File: config.mk
export PLATFORM = sky130hd
export DESIGN_NAME = asp_top
export DESIGN_NICKNAME = d
export VERILOG_FILES = /design/src/logic/mem_chan_pkg.sv /design/src/logic/mmio_csr_pkg.sv /design/src/logic/beat_if.sv /design/src/logic/asp_top.sv /design/src/logic/beat_fifo.sv /design/src/logic/host_read_engine.sv /design/src/logic/local_mem_writer.sv /design/src/logic/mmio_csr_block.sv
export VERILOG_INCLUDE_DIRS = /design/src /design/src/include
export SDC_FILE = /design/constraint.sdc
export NUM_CORES = 1
export LEC_CHECK = 0
export BUFFER_PORTS_ARGS = -buffer_cell sky130_fd_sc_hd__buf_4
export CAP_MARGIN = 20
export CORE_AREA = 2 2 268 270
export DETAILED_ROUTE_END_ITERATION = 16
export DIE_AREA = 0 0 270 272
export GPL_TIMING_DRIVEN = 1
export SYNTH_ARGS = -nofsm -noshare
export SYNTH_HDL_FRONTEND = slang
export SYNTH_SLANG_ARGS = --single-unit
File: constraint.sdc
create_clock -name pclk -period 19.4 [get_ports pclk]
set_input_delay 0.97 -clock pclk [delete_from_list [all_inputs] [get_ports pclk]]
set_output_delay 0.97 -clock pclk [all_outputs]
set_load 0.005 [all_outputs]
File: src/include/asp_settings.svh
// Build-wide widths, depths and CSR offsets for the copy shell
// Included by the packages and by any module that needs a raw width
`ifndef ASP_SETTINGS_SVH
`define ASP_SETTINGS_SVH

// MMIO and memory word width in bits
`define ASP_DATA_W       64
// Word addresses on the host and local memory ports
`define ASP_HOST_ADDR_W  24
`define ASP_LMEM_ADDR_W  24
// Job length field, in words
`define ASP_LEN_W        16
// Beat buffer slots, power of two, 4 or more
`define ASP_FIFO_DEPTH   8

// APB byte address width and register offsets
`define ASP_APB_ADDR_W   8
`define ASP_CSR_DESC     8'h00
`define ASP_CSR_CTRL     8'h08
`define ASP_CSR_STATUS   8'h10

`endif

File: src/logic/mem_chan_pkg.sv
// Memory channel types shared by the host read and local write paths
// Also sizes the free-slot credit count of the beat buffer
`include "asp_settings.svh"

package mem_chan_pkg;

    // One data word on either memory port
    typedef logic [`ASP_DATA_W-1:0] mem_word_t;

    // Word addresses
    typedef logic [`ASP_HOST_ADDR_W-1:0] host_addr_t;
    typedef logic [`ASP_LMEM_ADDR_W-1:0] lmem_addr_t;

    // Holds 0 up to the full depth, hence the extra bit
    typedef logic [$clog2(`ASP_FIFO_DEPTH):0] slot_cnt_t;

endpackage

File: src/logic/mmio_csr_pkg.sv
// MMIO register types for the copy shell
// The write word is decoded as a descriptor or as a control word by offset
`include "asp_settings.svh"

package mmio_csr_pkg;

    // Job length in words
    typedef logic [`ASP_LEN_W-1:0] csr_len_t;

    // Completed jobs since the last clear, status bits 31:16
    typedef logic [15:0] done_cnt_t;

    // Descriptor view, source in the top bits
    typedef struct packed {
        logic [`ASP_HOST_ADDR_W-1:0] src;
        logic [`ASP_LMEM_ADDR_W-1:0] dst;
        csr_len_t                    len;
    } desc_view_t;

    // Control view, only the two low bits act
    typedef struct packed {
        logic [`ASP_DATA_W-3:0] rsvd;
        logic                   clr;
        logic                   start;
    } ctrl_view_t;

    // One APB word, two meanings
    typedef union packed {
        desc_view_t desc;
        ctrl_view_t ctrl;
    } csr_word_u;

endpackage

File: src/logic/beat_if.sv
`timescale 1ns/100ps
// Read-data beat stream with valid/ready handshake and a free-slot credit
// One instance feeds the buffer, a second one drains it

interface beat_if;

    // Source side
    logic                    valid;
    mem_chan_pkg::mem_word_t data;
    logic                    last;

    // Receiver side
    logic                    ready;
    // Room the receiver still has, used as read credit upstream
    mem_chan_pkg::slot_cnt_t free_slots;

    modport src (
        output valid,
        output data,
        output last,
        input  ready,
        input  free_slots
    );

    modport dst (
        input  valid,
        input  data,
        input  last,
        output ready,
        output free_slots
    );

endinterface

File: src/logic/asp_top.sv
`timescale 1ns/100ps
`include "asp_settings.svh"
// Copy shell top level; APB registers, host read engine, beat buffer
// and local memory writer behind plain platform ports

module asp_top (
    input  logic                          pclk,
    input  logic                          rst,
    // APB slave
    input  logic [`ASP_APB_ADDR_W-1:0]    paddr,
    input  logic                          psel,
    input  logic                          penable,
    input  logic                          pwrite,
    input  logic [`ASP_DATA_W-1:0]        pwdata,
    output logic [`ASP_DATA_W-1:0]        prdata,
    output logic                          pready,
    output logic                          pslverr,
    // Host read port
    output mem_chan_pkg::host_addr_t      host_address,
    output logic                          host_read,
    input  logic                          host_waitrequest,
    input  mem_chan_pkg::mem_word_t       host_readdata,
    input  logic                          host_readdatavalid,
    // Local memory write port
    output mem_chan_pkg::lmem_addr_t      lmem_address,
    output logic                          lmem_write,
    output mem_chan_pkg::mem_word_t       lmem_writedata,
    input  logic                          lmem_waitrequest,
    output logic                          job_done
);
    mem_chan_pkg::host_addr_t src_addr;
    mem_chan_pkg::lmem_addr_t dst_addr;
    mmio_csr_pkg::csr_len_t   length;
    logic                     start;
    logic                     done;

    // Engine to buffer, then buffer to writer
    beat_if rd_beats ();
    beat_if wr_beats ();

    mmio_csr_block u_csr (
        .pclk, .rst, .paddr, .psel, .penable, .pwrite, .pwdata, .done,
        .prdata, .pready, .pslverr, .start, .src_addr, .dst_addr, .length, .job_done
    );

    host_read_engine u_reader (
        .pclk, .rst, .start, .src_addr, .length,
        .host_waitrequest, .host_readdata, .host_readdatavalid,
        .host_address, .host_read, .beats(rd_beats)
    );

    beat_fifo u_fifo (.pclk, .rst, .in_beats(rd_beats), .out_beats(wr_beats));

    local_mem_writer u_writer (
        .pclk, .rst, .start, .dst_addr, .lmem_waitrequest,
        .lmem_address, .lmem_write, .lmem_writedata, .done, .beats(wr_beats)
    );

endmodule

File: src/logic/beat_fifo.sv
`timescale 1ns/100ps
`include "asp_settings.svh"
// Beat buffer between host reads and local writes that absorbs read latency
// and reports free slots upstream as read credit

module beat_fifo (
    input  logic pclk,
    input  logic rst,
    beat_if.dst  in_beats,
    beat_if.src  out_beats
);
    localparam int PTR_W = $clog2(`ASP_FIFO_DEPTH);
    localparam mem_chan_pkg::slot_cnt_t DEPTH = `ASP_FIFO_DEPTH;

    mem_chan_pkg::mem_word_t data_mem [`ASP_FIFO_DEPTH];
    logic                    last_mem [`ASP_FIFO_DEPTH];
    logic [PTR_W-1:0]        wr_ptr;
    logic [PTR_W-1:0]        rd_ptr;
    mem_chan_pkg::slot_cnt_t count;
    logic                    push;
    logic                    pop;

    // Upstream side
    assign in_beats.ready      = (count != DEPTH);
    assign in_beats.free_slots = DEPTH - count;
    assign push                = in_beats.valid && in_beats.ready;

    // Head of queue to the writer
    assign out_beats.valid = (count != '0);
    assign out_beats.data  = data_mem[rd_ptr];
    assign out_beats.last  = last_mem[rd_ptr];
    assign pop             = out_beats.valid && out_beats.ready;

    // Storage
    always_ff @(posedge pclk) begin
        if (push) begin
            data_mem[wr_ptr] <= in_beats.data;
            last_mem[wr_ptr] <= in_beats.last;
        end
    end

    // Pointers wrap on their own with a power-of-two depth
    always_ff @(posedge pclk) begin
        if (rst) begin
            wr_ptr <= '0;
            rd_ptr <= '0;
            count  <= '0;
        end else begin
            if (push) wr_ptr <= wr_ptr + 1'b1;
            if (pop)  rd_ptr <= rd_ptr + 1'b1;
            count <= count + push - pop;
        end
    end

    // Producer credit never lets a beat arrive at a full buffer
    a_no_overflow: assert property (@(posedge pclk) disable iff (rst)
        in_beats.valid |-> count != DEPTH)
        else $error("beat offered to a full buffer");

    // A pop from empty would wrap the count past the depth and split it from the pointers
    a_no_underflow: assert property (@(posedge pclk) disable iff (rst)
        count <= DEPTH && count[PTR_W-1:0] == wr_ptr - rd_ptr)
        else $error("buffer occupancy out of range");

endmodule

File: src/logic/host_read_engine.sv
`timescale 1ns/100ps
// Host read producer; walks the source block and issues reads only while
// the beat buffer has a free slot for every read still in flight

module host_read_engine (
    input  logic                     pclk,
    input  logic                     rst,
    input  logic                     start,
    input  mem_chan_pkg::host_addr_t src_addr,
    input  mmio_csr_pkg::csr_len_t   length,
    input  logic                     host_waitrequest,
    input  mem_chan_pkg::mem_word_t  host_readdata,
    input  logic                     host_readdatavalid,
    output mem_chan_pkg::host_addr_t host_address,
    output logic                     host_read,
    beat_if.src                      beats
);
    mmio_csr_pkg::csr_len_t   len_q;
    mmio_csr_pkg::csr_len_t   issue_cnt;
    mmio_csr_pkg::csr_len_t   ret_cnt;
    mem_chan_pkg::slot_cnt_t  inflight;
    mem_chan_pkg::host_addr_t addr_q;
    logic                     active;
    logic                     rd_accept;
    logic                     beat_ret;

    // Credit rule: in-flight reads stay below the buffer's free slots
    assign host_read    = active && (issue_cnt != len_q) && (inflight < beats.free_slots);
    assign host_address = addr_q;
    assign rd_accept    = host_read && !host_waitrequest;
    assign beat_ret     = active && host_readdatavalid;

    // Returned words go straight into the buffer
    assign beats.valid = beat_ret;
    assign beats.data  = host_readdata;
    assign beats.last  = (ret_cnt == len_q - mmio_csr_pkg::csr_len_t'(1));

    always_ff @(posedge pclk) begin
        if (rst) begin
            active    <= 1'b0;
            len_q     <= '0;
            issue_cnt <= '0;
            ret_cnt   <= '0;
            inflight  <= '0;
            addr_q    <= '0;
        end else begin
            if (start) begin
                active    <= 1'b1;
                len_q     <= length;
                issue_cnt <= '0;
                ret_cnt   <= '0;
                addr_q    <= src_addr;
            end else begin
                if (rd_accept) begin
                    issue_cnt <= issue_cnt + 1'b1;
                    addr_q    <= addr_q + 1'b1;
                end
                // Job ends here once the final beat is pushed
                if (beat_ret) begin
                    ret_cnt <= ret_cnt + 1'b1;
                    if (beats.last) begin
                        active <= 1'b0;
                    end
                end
            end
            // Accept and return in one cycle cancel out
            case ({rd_accept, beat_ret})
                2'b10:   inflight <= inflight + 1'b1;
                2'b01:   inflight <= inflight - 1'b1;
                default: inflight <= inflight;
            endcase
        end
    end

    // A stalled read holds its request and address
    a_read_held: assert property (@(posedge pclk) disable iff (rst)
        host_read && host_waitrequest |=> host_read && $stable(host_address))
        else $error("host read changed under waitrequest");

    // Credit keeps the buffer ready for every returned word
    a_push_ready: assert property (@(posedge pclk) disable iff (rst)
        beats.valid |-> beats.ready)
        else $error("returned beat pushed into a full buffer");

endmodule

File: src/logic/local_mem_writer.sv
`timescale 1ns/100ps
// Local memory consumer; pops beats into a holding register and writes them
// to sequential addresses, holding each write through waitrequest

module local_mem_writer (
    input  logic                     pclk,
    input  logic                     rst,
    input  logic                     start,
    input  mem_chan_pkg::lmem_addr_t dst_addr,
    input  logic                     lmem_waitrequest,
    output mem_chan_pkg::lmem_addr_t lmem_address,
    output logic                     lmem_write,
    output mem_chan_pkg::mem_word_t  lmem_writedata,
    output logic                     done,
    beat_if.dst                      beats
);
    mem_chan_pkg::lmem_addr_t addr_q;
    mem_chan_pkg::mem_word_t  hold_data;
    logic                     hold_valid;
    logic                     hold_last;
    logic                     wr_accept;

    assign wr_accept = hold_valid && !lmem_waitrequest;

    // Holding slot is free when empty or emptying this cycle
    assign beats.free_slots = (!hold_valid || wr_accept) ? mem_chan_pkg::slot_cnt_t'(1) : '0;
    assign beats.ready      = (beats.free_slots != '0);

    assign lmem_write     = hold_valid;
    assign lmem_address   = addr_q;
    assign lmem_writedata = hold_data;

    // Last word of the job taken by local memory
    assign done = wr_accept && hold_last;

    // Holding register payload
    always_ff @(posedge pclk) begin
        if (beats.valid && beats.ready) begin
            hold_data <= beats.data;
            hold_last <= beats.last;
        end
    end

    always_ff @(posedge pclk) begin
        if (rst) begin
            hold_valid <= 1'b0;
            addr_q     <= '0;
        end else begin
            if (beats.valid && beats.ready) hold_valid <= 1'b1;
            else if (wr_accept)             hold_valid <= 1'b0;
            // Address steps only on an accepted write
            if (start)          addr_q <= dst_addr;
            else if (wr_accept) addr_q <= addr_q + 1'b1;
        end
    end

endmodule

File: src/logic/mmio_csr_block.sv
`timescale 1ns/100ps
`include "asp_settings.svh"
// APB register block; holds the copy descriptor, launches jobs and
// keeps busy, error and the done count for status reads

module mmio_csr_block (
    input  logic                          pclk,
    input  logic                          rst,
    input  logic [`ASP_APB_ADDR_W-1:0]    paddr,
    input  logic                          psel,
    input  logic                          penable,
    input  logic                          pwrite,
    input  logic [`ASP_DATA_W-1:0]        pwdata,
    input  logic                          done,
    output logic [`ASP_DATA_W-1:0]        prdata,
    output logic                          pready,
    output logic                          pslverr,
    output logic                          start,
    output mem_chan_pkg::host_addr_t      src_addr,
    output mem_chan_pkg::lmem_addr_t      dst_addr,
    output mmio_csr_pkg::csr_len_t        length,
    output logic                          job_done
);
    mmio_csr_pkg::csr_word_u wr_word;
    mmio_csr_pkg::csr_word_u desc_word;
    mmio_csr_pkg::done_cnt_t done_cnt;
    logic                    busy;
    logic                    error;
    logic                    access;
    logic                    hit_desc;
    logic                    hit_ctrl;
    logic                    hit_status;
    logic                    wr_desc;
    logic                    wr_ctrl;

    // ====================================================================
    // Decode
    // ====================================================================
    assign wr_word    = pwdata;
    assign access     = psel && penable;
    assign hit_desc   = (paddr == `ASP_CSR_DESC);
    assign hit_ctrl   = (paddr == `ASP_CSR_CTRL);
    assign hit_status = (paddr == `ASP_CSR_STATUS);
    assign wr_desc    = access && pwrite && hit_desc;
    assign wr_ctrl    = access && pwrite && hit_ctrl;

    // No wait states
    assign pready  = access;
    // Unknown offset, or status is read only
    assign pslverr = access && (!(hit_desc || hit_ctrl || hit_status) || (pwrite && hit_status));

    // Launch only from idle with a real length
    assign start = wr_ctrl && wr_word.ctrl.start && !busy && (length != '0);

    // Readback of the latched descriptor
    assign desc_word = {src_addr, dst_addr, length};

    always_comb begin
        prdata = '0;
        if (hit_desc) begin
            prdata = desc_word;
        end else if (hit_status) begin
            prdata = {32'b0, done_cnt, 14'b0, error, busy};
        end
    end

    // ====================================================================
    // Registers
    // ====================================================================
    always_ff @(posedge pclk) begin
        if (rst) begin
            src_addr <= '0;
            dst_addr <= '0;
            length   <= '0;
            busy     <= 1'b0;
            error    <= 1'b0;
            done_cnt <= '0;
            job_done <= 1'b0;
        end else begin
            // Completion seen one cycle after the last write is accepted
            job_done <= done;
            if (wr_desc) begin
                src_addr <= wr_word.desc.src;
                dst_addr <= wr_word.desc.dst;
                length   <= wr_word.desc.len;
            end
            if (done) begin
                busy     <= 1'b0;
                done_cnt <= done_cnt + 1'b1;
            end
            // Clear first so a rejected start in the same write still flags
            if (wr_ctrl && wr_word.ctrl.clr) begin
                error    <= 1'b0;
                done_cnt <= '0;
            end
            if (start) begin
                busy <= 1'b1;
            end else if (wr_ctrl && wr_word.ctrl.start) begin
                error <= 1'b1;
            end
        end
    end

    // A launch leaves the block busy, and never twice in a row
    a_start_once: assert property (@(posedge pclk) disable iff (rst)
        start |=> busy && !start)
        else $error("start issued while a job was running");

    // Writer completion only belongs to a running job
    a_done_busy: assert property (@(posedge pclk) disable iff (rst)
        done |-> busy)
        else $error("done arrived with no job running");

endmodule

==> flow_metrics.tcl <==
set metrics [dict create \
    insertion_delay_ns 0.63 \
    final_area_mm2 0.0375 \
    rsz0062_at_grt "no" \
    critical_path_class "flip-flop to flip-flop" \
    ys_seq_area_frac 0.681 \
    p_leak_nw 12.7 \
    setup_tns_ns 0 \
    start_util 0.446 \
    globalRouteOverflowTotal 0 \
    syn-mean-instance-area_um2 15.1 \
    rows 98 \
    final_util 0.530 \
    dieArea_mm2 0.0734 \
    avgRoutedWirePerCell_um 22.3 \
    power.density_mw_per_mm2 111 \
    die_w_um 270 \
    vias 18784 \
    crit_start "u_fifo.count[1]$_SDFF_PP0_" \
    cts_buffer_depth 3 \
    maxSlewHeadroom 0.278 \
    drc 0 \
    setup_viol 0 \
    syn2layout_area_growth_pct 19.0 \
    syn_inst 2094 \
    synth_seq_cells 780 \
    yosys_most_used_dff "edfxtp_1" \
    status "completed" \
    ys_types 63 \
    synth_top_cell_area_share 0.557 \
    reg2reg_from "u_fifo.count[1]$_SDFF_PP0_" \
    wl_um 76500 \
    finalHoldViolCount 0 \
    startpoint_type "flip-flop" \
    cts_max_level 3 \
    ant_nets 0 \
    synth_area_mm2 0.0315 \
    synth_top_area_cell "edfxtp_1" \
    core_area_mm2 0.0708 \
    min-delay-start "u_csr.dst_addr[0]$_SDFFE_PP0P_" \
    synthTopCellsByArea "edfxtp_1 56%, dfxtp_1 12%, mux4_2 9.3%" \
    drive_gt1_frac 0.282 \
    async_flop_share 0 \
    cts_root_buf "clkbuf_16" \
    fmax_ghz 0.215 \
    antenna_found_initial 5 \
    rrSetupSlack_ns 14.76 \
    slew_viol_final 0 \
    tightest_slew_ns 1.08 \
    vias_per_cell 5.49 \
    numClockSinks 780 \
    gr-usage-all-layers 0.206 \
    grt_max_degree 84 \
    rr_endpoint "u_reader.inflight[3]$_SDFFE_PP0P_" \
    grt_pass1_vias 18946 \
    fin_nets 2581 \
    cts.clk_slew.worst_paths_ns 0.06 \
    ir_worst_vdd_uv 90.2 \
    whs_path_depth 2 \
    p_total_mw 4.17 \
    port_buffers 324 \
    dpl.hpwl_um 47200 \
    cts_buffers 83 \
    synth_fp_nets 2262 \
    required_ns 19.94 \
    antenna_cells 0 \
    reg2regPathDepth 15 \
    holdCritPathClass "flip-flop to flip-flop" \
    die_h_um 272 \
    critical_path.endpoint_type "flip-flop" \
    drt_iter0_drc 1253 \
    post_cts_buffers 0 \
    synth-edff-count 585 \
    cts_tree "yes" \
    ctsHoldBuffers 0 \
    num_io_pins 325 \
    cts_resized 0 \
    crit_end "u_reader.inflight[3]$_SDFFE_PP0P_" \
    place_congestion 0.882 \
    critPathArrivalTime_ns 5.18 \
    min_period_over_period 0.239 \
    layout_min_cycle_time_ns 4.64 \
    ys_warn_count 0 \
    drv_cap 0 \
    grt_pass1_wl_um 116000 \
    skew_ns 0.0215 \
    placed_area_mm2 0.0349 \
    critPathMaxFanout 36 \
    first_pass_iters 7 \
    n_fill_cell 5841 \
]
-- worst min-delay path by stage --
stage / to / slack (ns)
floorplan: u_csr.error$_SDFF_PP0_ / 0.43
global placement: u_csr.error$_SDFF_PP0_ / 0.44
detailed placement: u_csr.src_addr[1]$_SDFFE_PP0P_ / 0.46
CTS: u_csr.dst_addr[0]$_SDFFE_PP0P_ / 0.47
global route: u_csr.dst_addr[23]$_SDFFE_PP0P_ / 0.49
finish: u_csr.dst_addr[0]$_SDFFE_PP0P_ / 0.47
-- cell families (layout without fill, tap and decap cells) --
logic type / after synthesis / in the layout / share of synthesized area
flip-flops: 780 / 780 / 0.681
buffers and inverters: 155 / 533 / 0.0208
XOR/XNOR: 102 / 102 / 0.0283
AND/OR/NAND/NOR: 595 / 595 / 0.0912
AO/OA/AOI/OAI: 217 / 217 / 0.0441
adder cells (fa/ha/maj): 24 / 24 / 0.0100
multiplexers: 221 / 221 / 0.124
-- area by class of cell --
type / count / area (µm²) / area share
multi-input combinational: 1159 / 9470 / 0.252
clock buffer: 104 / 2210 / 0.0589
inverter: 37 / 139 / 0.00370
timing repair buffer: 352 / 2690 / 0.0717
clock inverter: 40 / 333 / 0.00887
tap: 950 / 1190 / 0.0317
sequential: 780 / 21500 / 0.573
-- critical path, stage by stage (launching register included) --
cell,delay (ns)
dfxtp_1,0.39
inv_1,0.11
ha_1,0.21
nor2b_1,0.13
xnor2_1,0.12
ha_1,0.19
or3_1,0.48
a211oi_4,0.85
inv_2,0.47
ha_1,0.38
ha_1,0.28
a21o_1,0.17
a21oi_1,0.18
xnor2_1,0.10
or3_1,0.31
a21oi_1,0.15
-- sequential cells by signal, indices dropped and copies added, names as in the netlist, 16 cells and up --
signal	count
u_writer.lmem_address	24
u_reader.ret_cnt	16
u_csr.src_addr	24
u_reader.issue_cnt	16
u_csr.length	16
u_reader.len_q	16
u_reader.host_address	24
u_csr.dst_addr	24
u_csr.done_cnt	16
u_writer.lmem_writedata	64
u_fifo.data_mem	512
-- through the flow --
stage | setup slack, ns | hold WS, ns | std cells
3_5_place_dp | 14.83 | 0.463 | 3275
5_1_grt | 14.49 | 0.493 | 3422
3_3_place_gp | 14.96 | 0.445 | 3275
2_1_floorplan | 12.86 | 0.429 | 2094
6_report | 14.76 | 0.471 | 3422
4_1_cts | 14.82 | 0.473 | 3419
-- power breakdown --
part	total [mW]	switching (mW)	internal, mW	leakage, nW
registers	1.99	0.0758	1.92	6.90
logic	0.692	0.309	0.382	4.58
clock network	1.48	0.646	0.838	1.25
total	4.17	1.03	3.14	12.7
-- cell usage in the layout, fill, tap and decap left out, types with 5 or more instances in the layout --
| cell type | n |
|---|---|
| nand2_1 | 214 |
| clkbuf_16 | 84 |
| inv_1 | 36 |
| mux2_2 | 65 |
| edfxtp_1 | 585 |
| a311oi_1 | 11 |
| and3_1 | 24 |
| nand2b_1 | 7 |
| or4_1 | 12 |
| clkinv_1 | 11 |
| xor2_1 | 44 |
| nor3_1 | 22 |
| clkbuf_1 | 16 |
| mux2i_1 | 26 |
| o31ai_1 | 10 |
| o21ai_0 | 16 |
| a31o_2 | 7 |
| nor3b_1 | 6 |
| buf_4 | 349 |
| a211oi_1 | 33 |
| ha_1 | 22 |
| a31oi_1 | 6 |
| and4_1 | 9 |
| clkinv_2 | 17 |
| nor2_4 | 6 |
| and2_1 | 49 |
| nand3_1 | 31 |
| nor4_1 | 15 |
| xnor2_1 | 58 |
| nor2_1 | 132 |
| nand4_1 | 30 |
| mux4_2 | 130 |
| dfxtp_1 | 192 |
| a21oi_1 | 108 |
| nor2b_1 | 5 |
| or3_1 | 16 |
-- Yosys cell counts, drive strengths merged, types with 3 or more instances --
cell type,n
xnor2,58
o22ai,3
and2,49
and4,9
dfxtp,195
mux2i,26
nand4,30
xor2,44
buf,43
a2111oi,5
ha,22
mux2,65
nor2,139
mux4,130
a21o,3
and3,24
a31oi,6
a31o,7
a311oi,11
o31ai,10
nor3,25
nand3,33
nand2,214
or3,16
a21oi,108
a211oi,34
nor4,18
nand2b,7
or4,13
edfxtp,585
nor2b,5
inv,37
nor3b,6
clkbuf,75
o21ai,16
-- metal layers --
layer	wire length, µm	vias up	track usage
met3	4540	124	0.0458
met1	31800	9560	0.260
met5	64	-	0
met2	38400	524	0.358
met4	1660	10	0.0583
li1	-	8566	-
(Power assumes the default switching activity.)
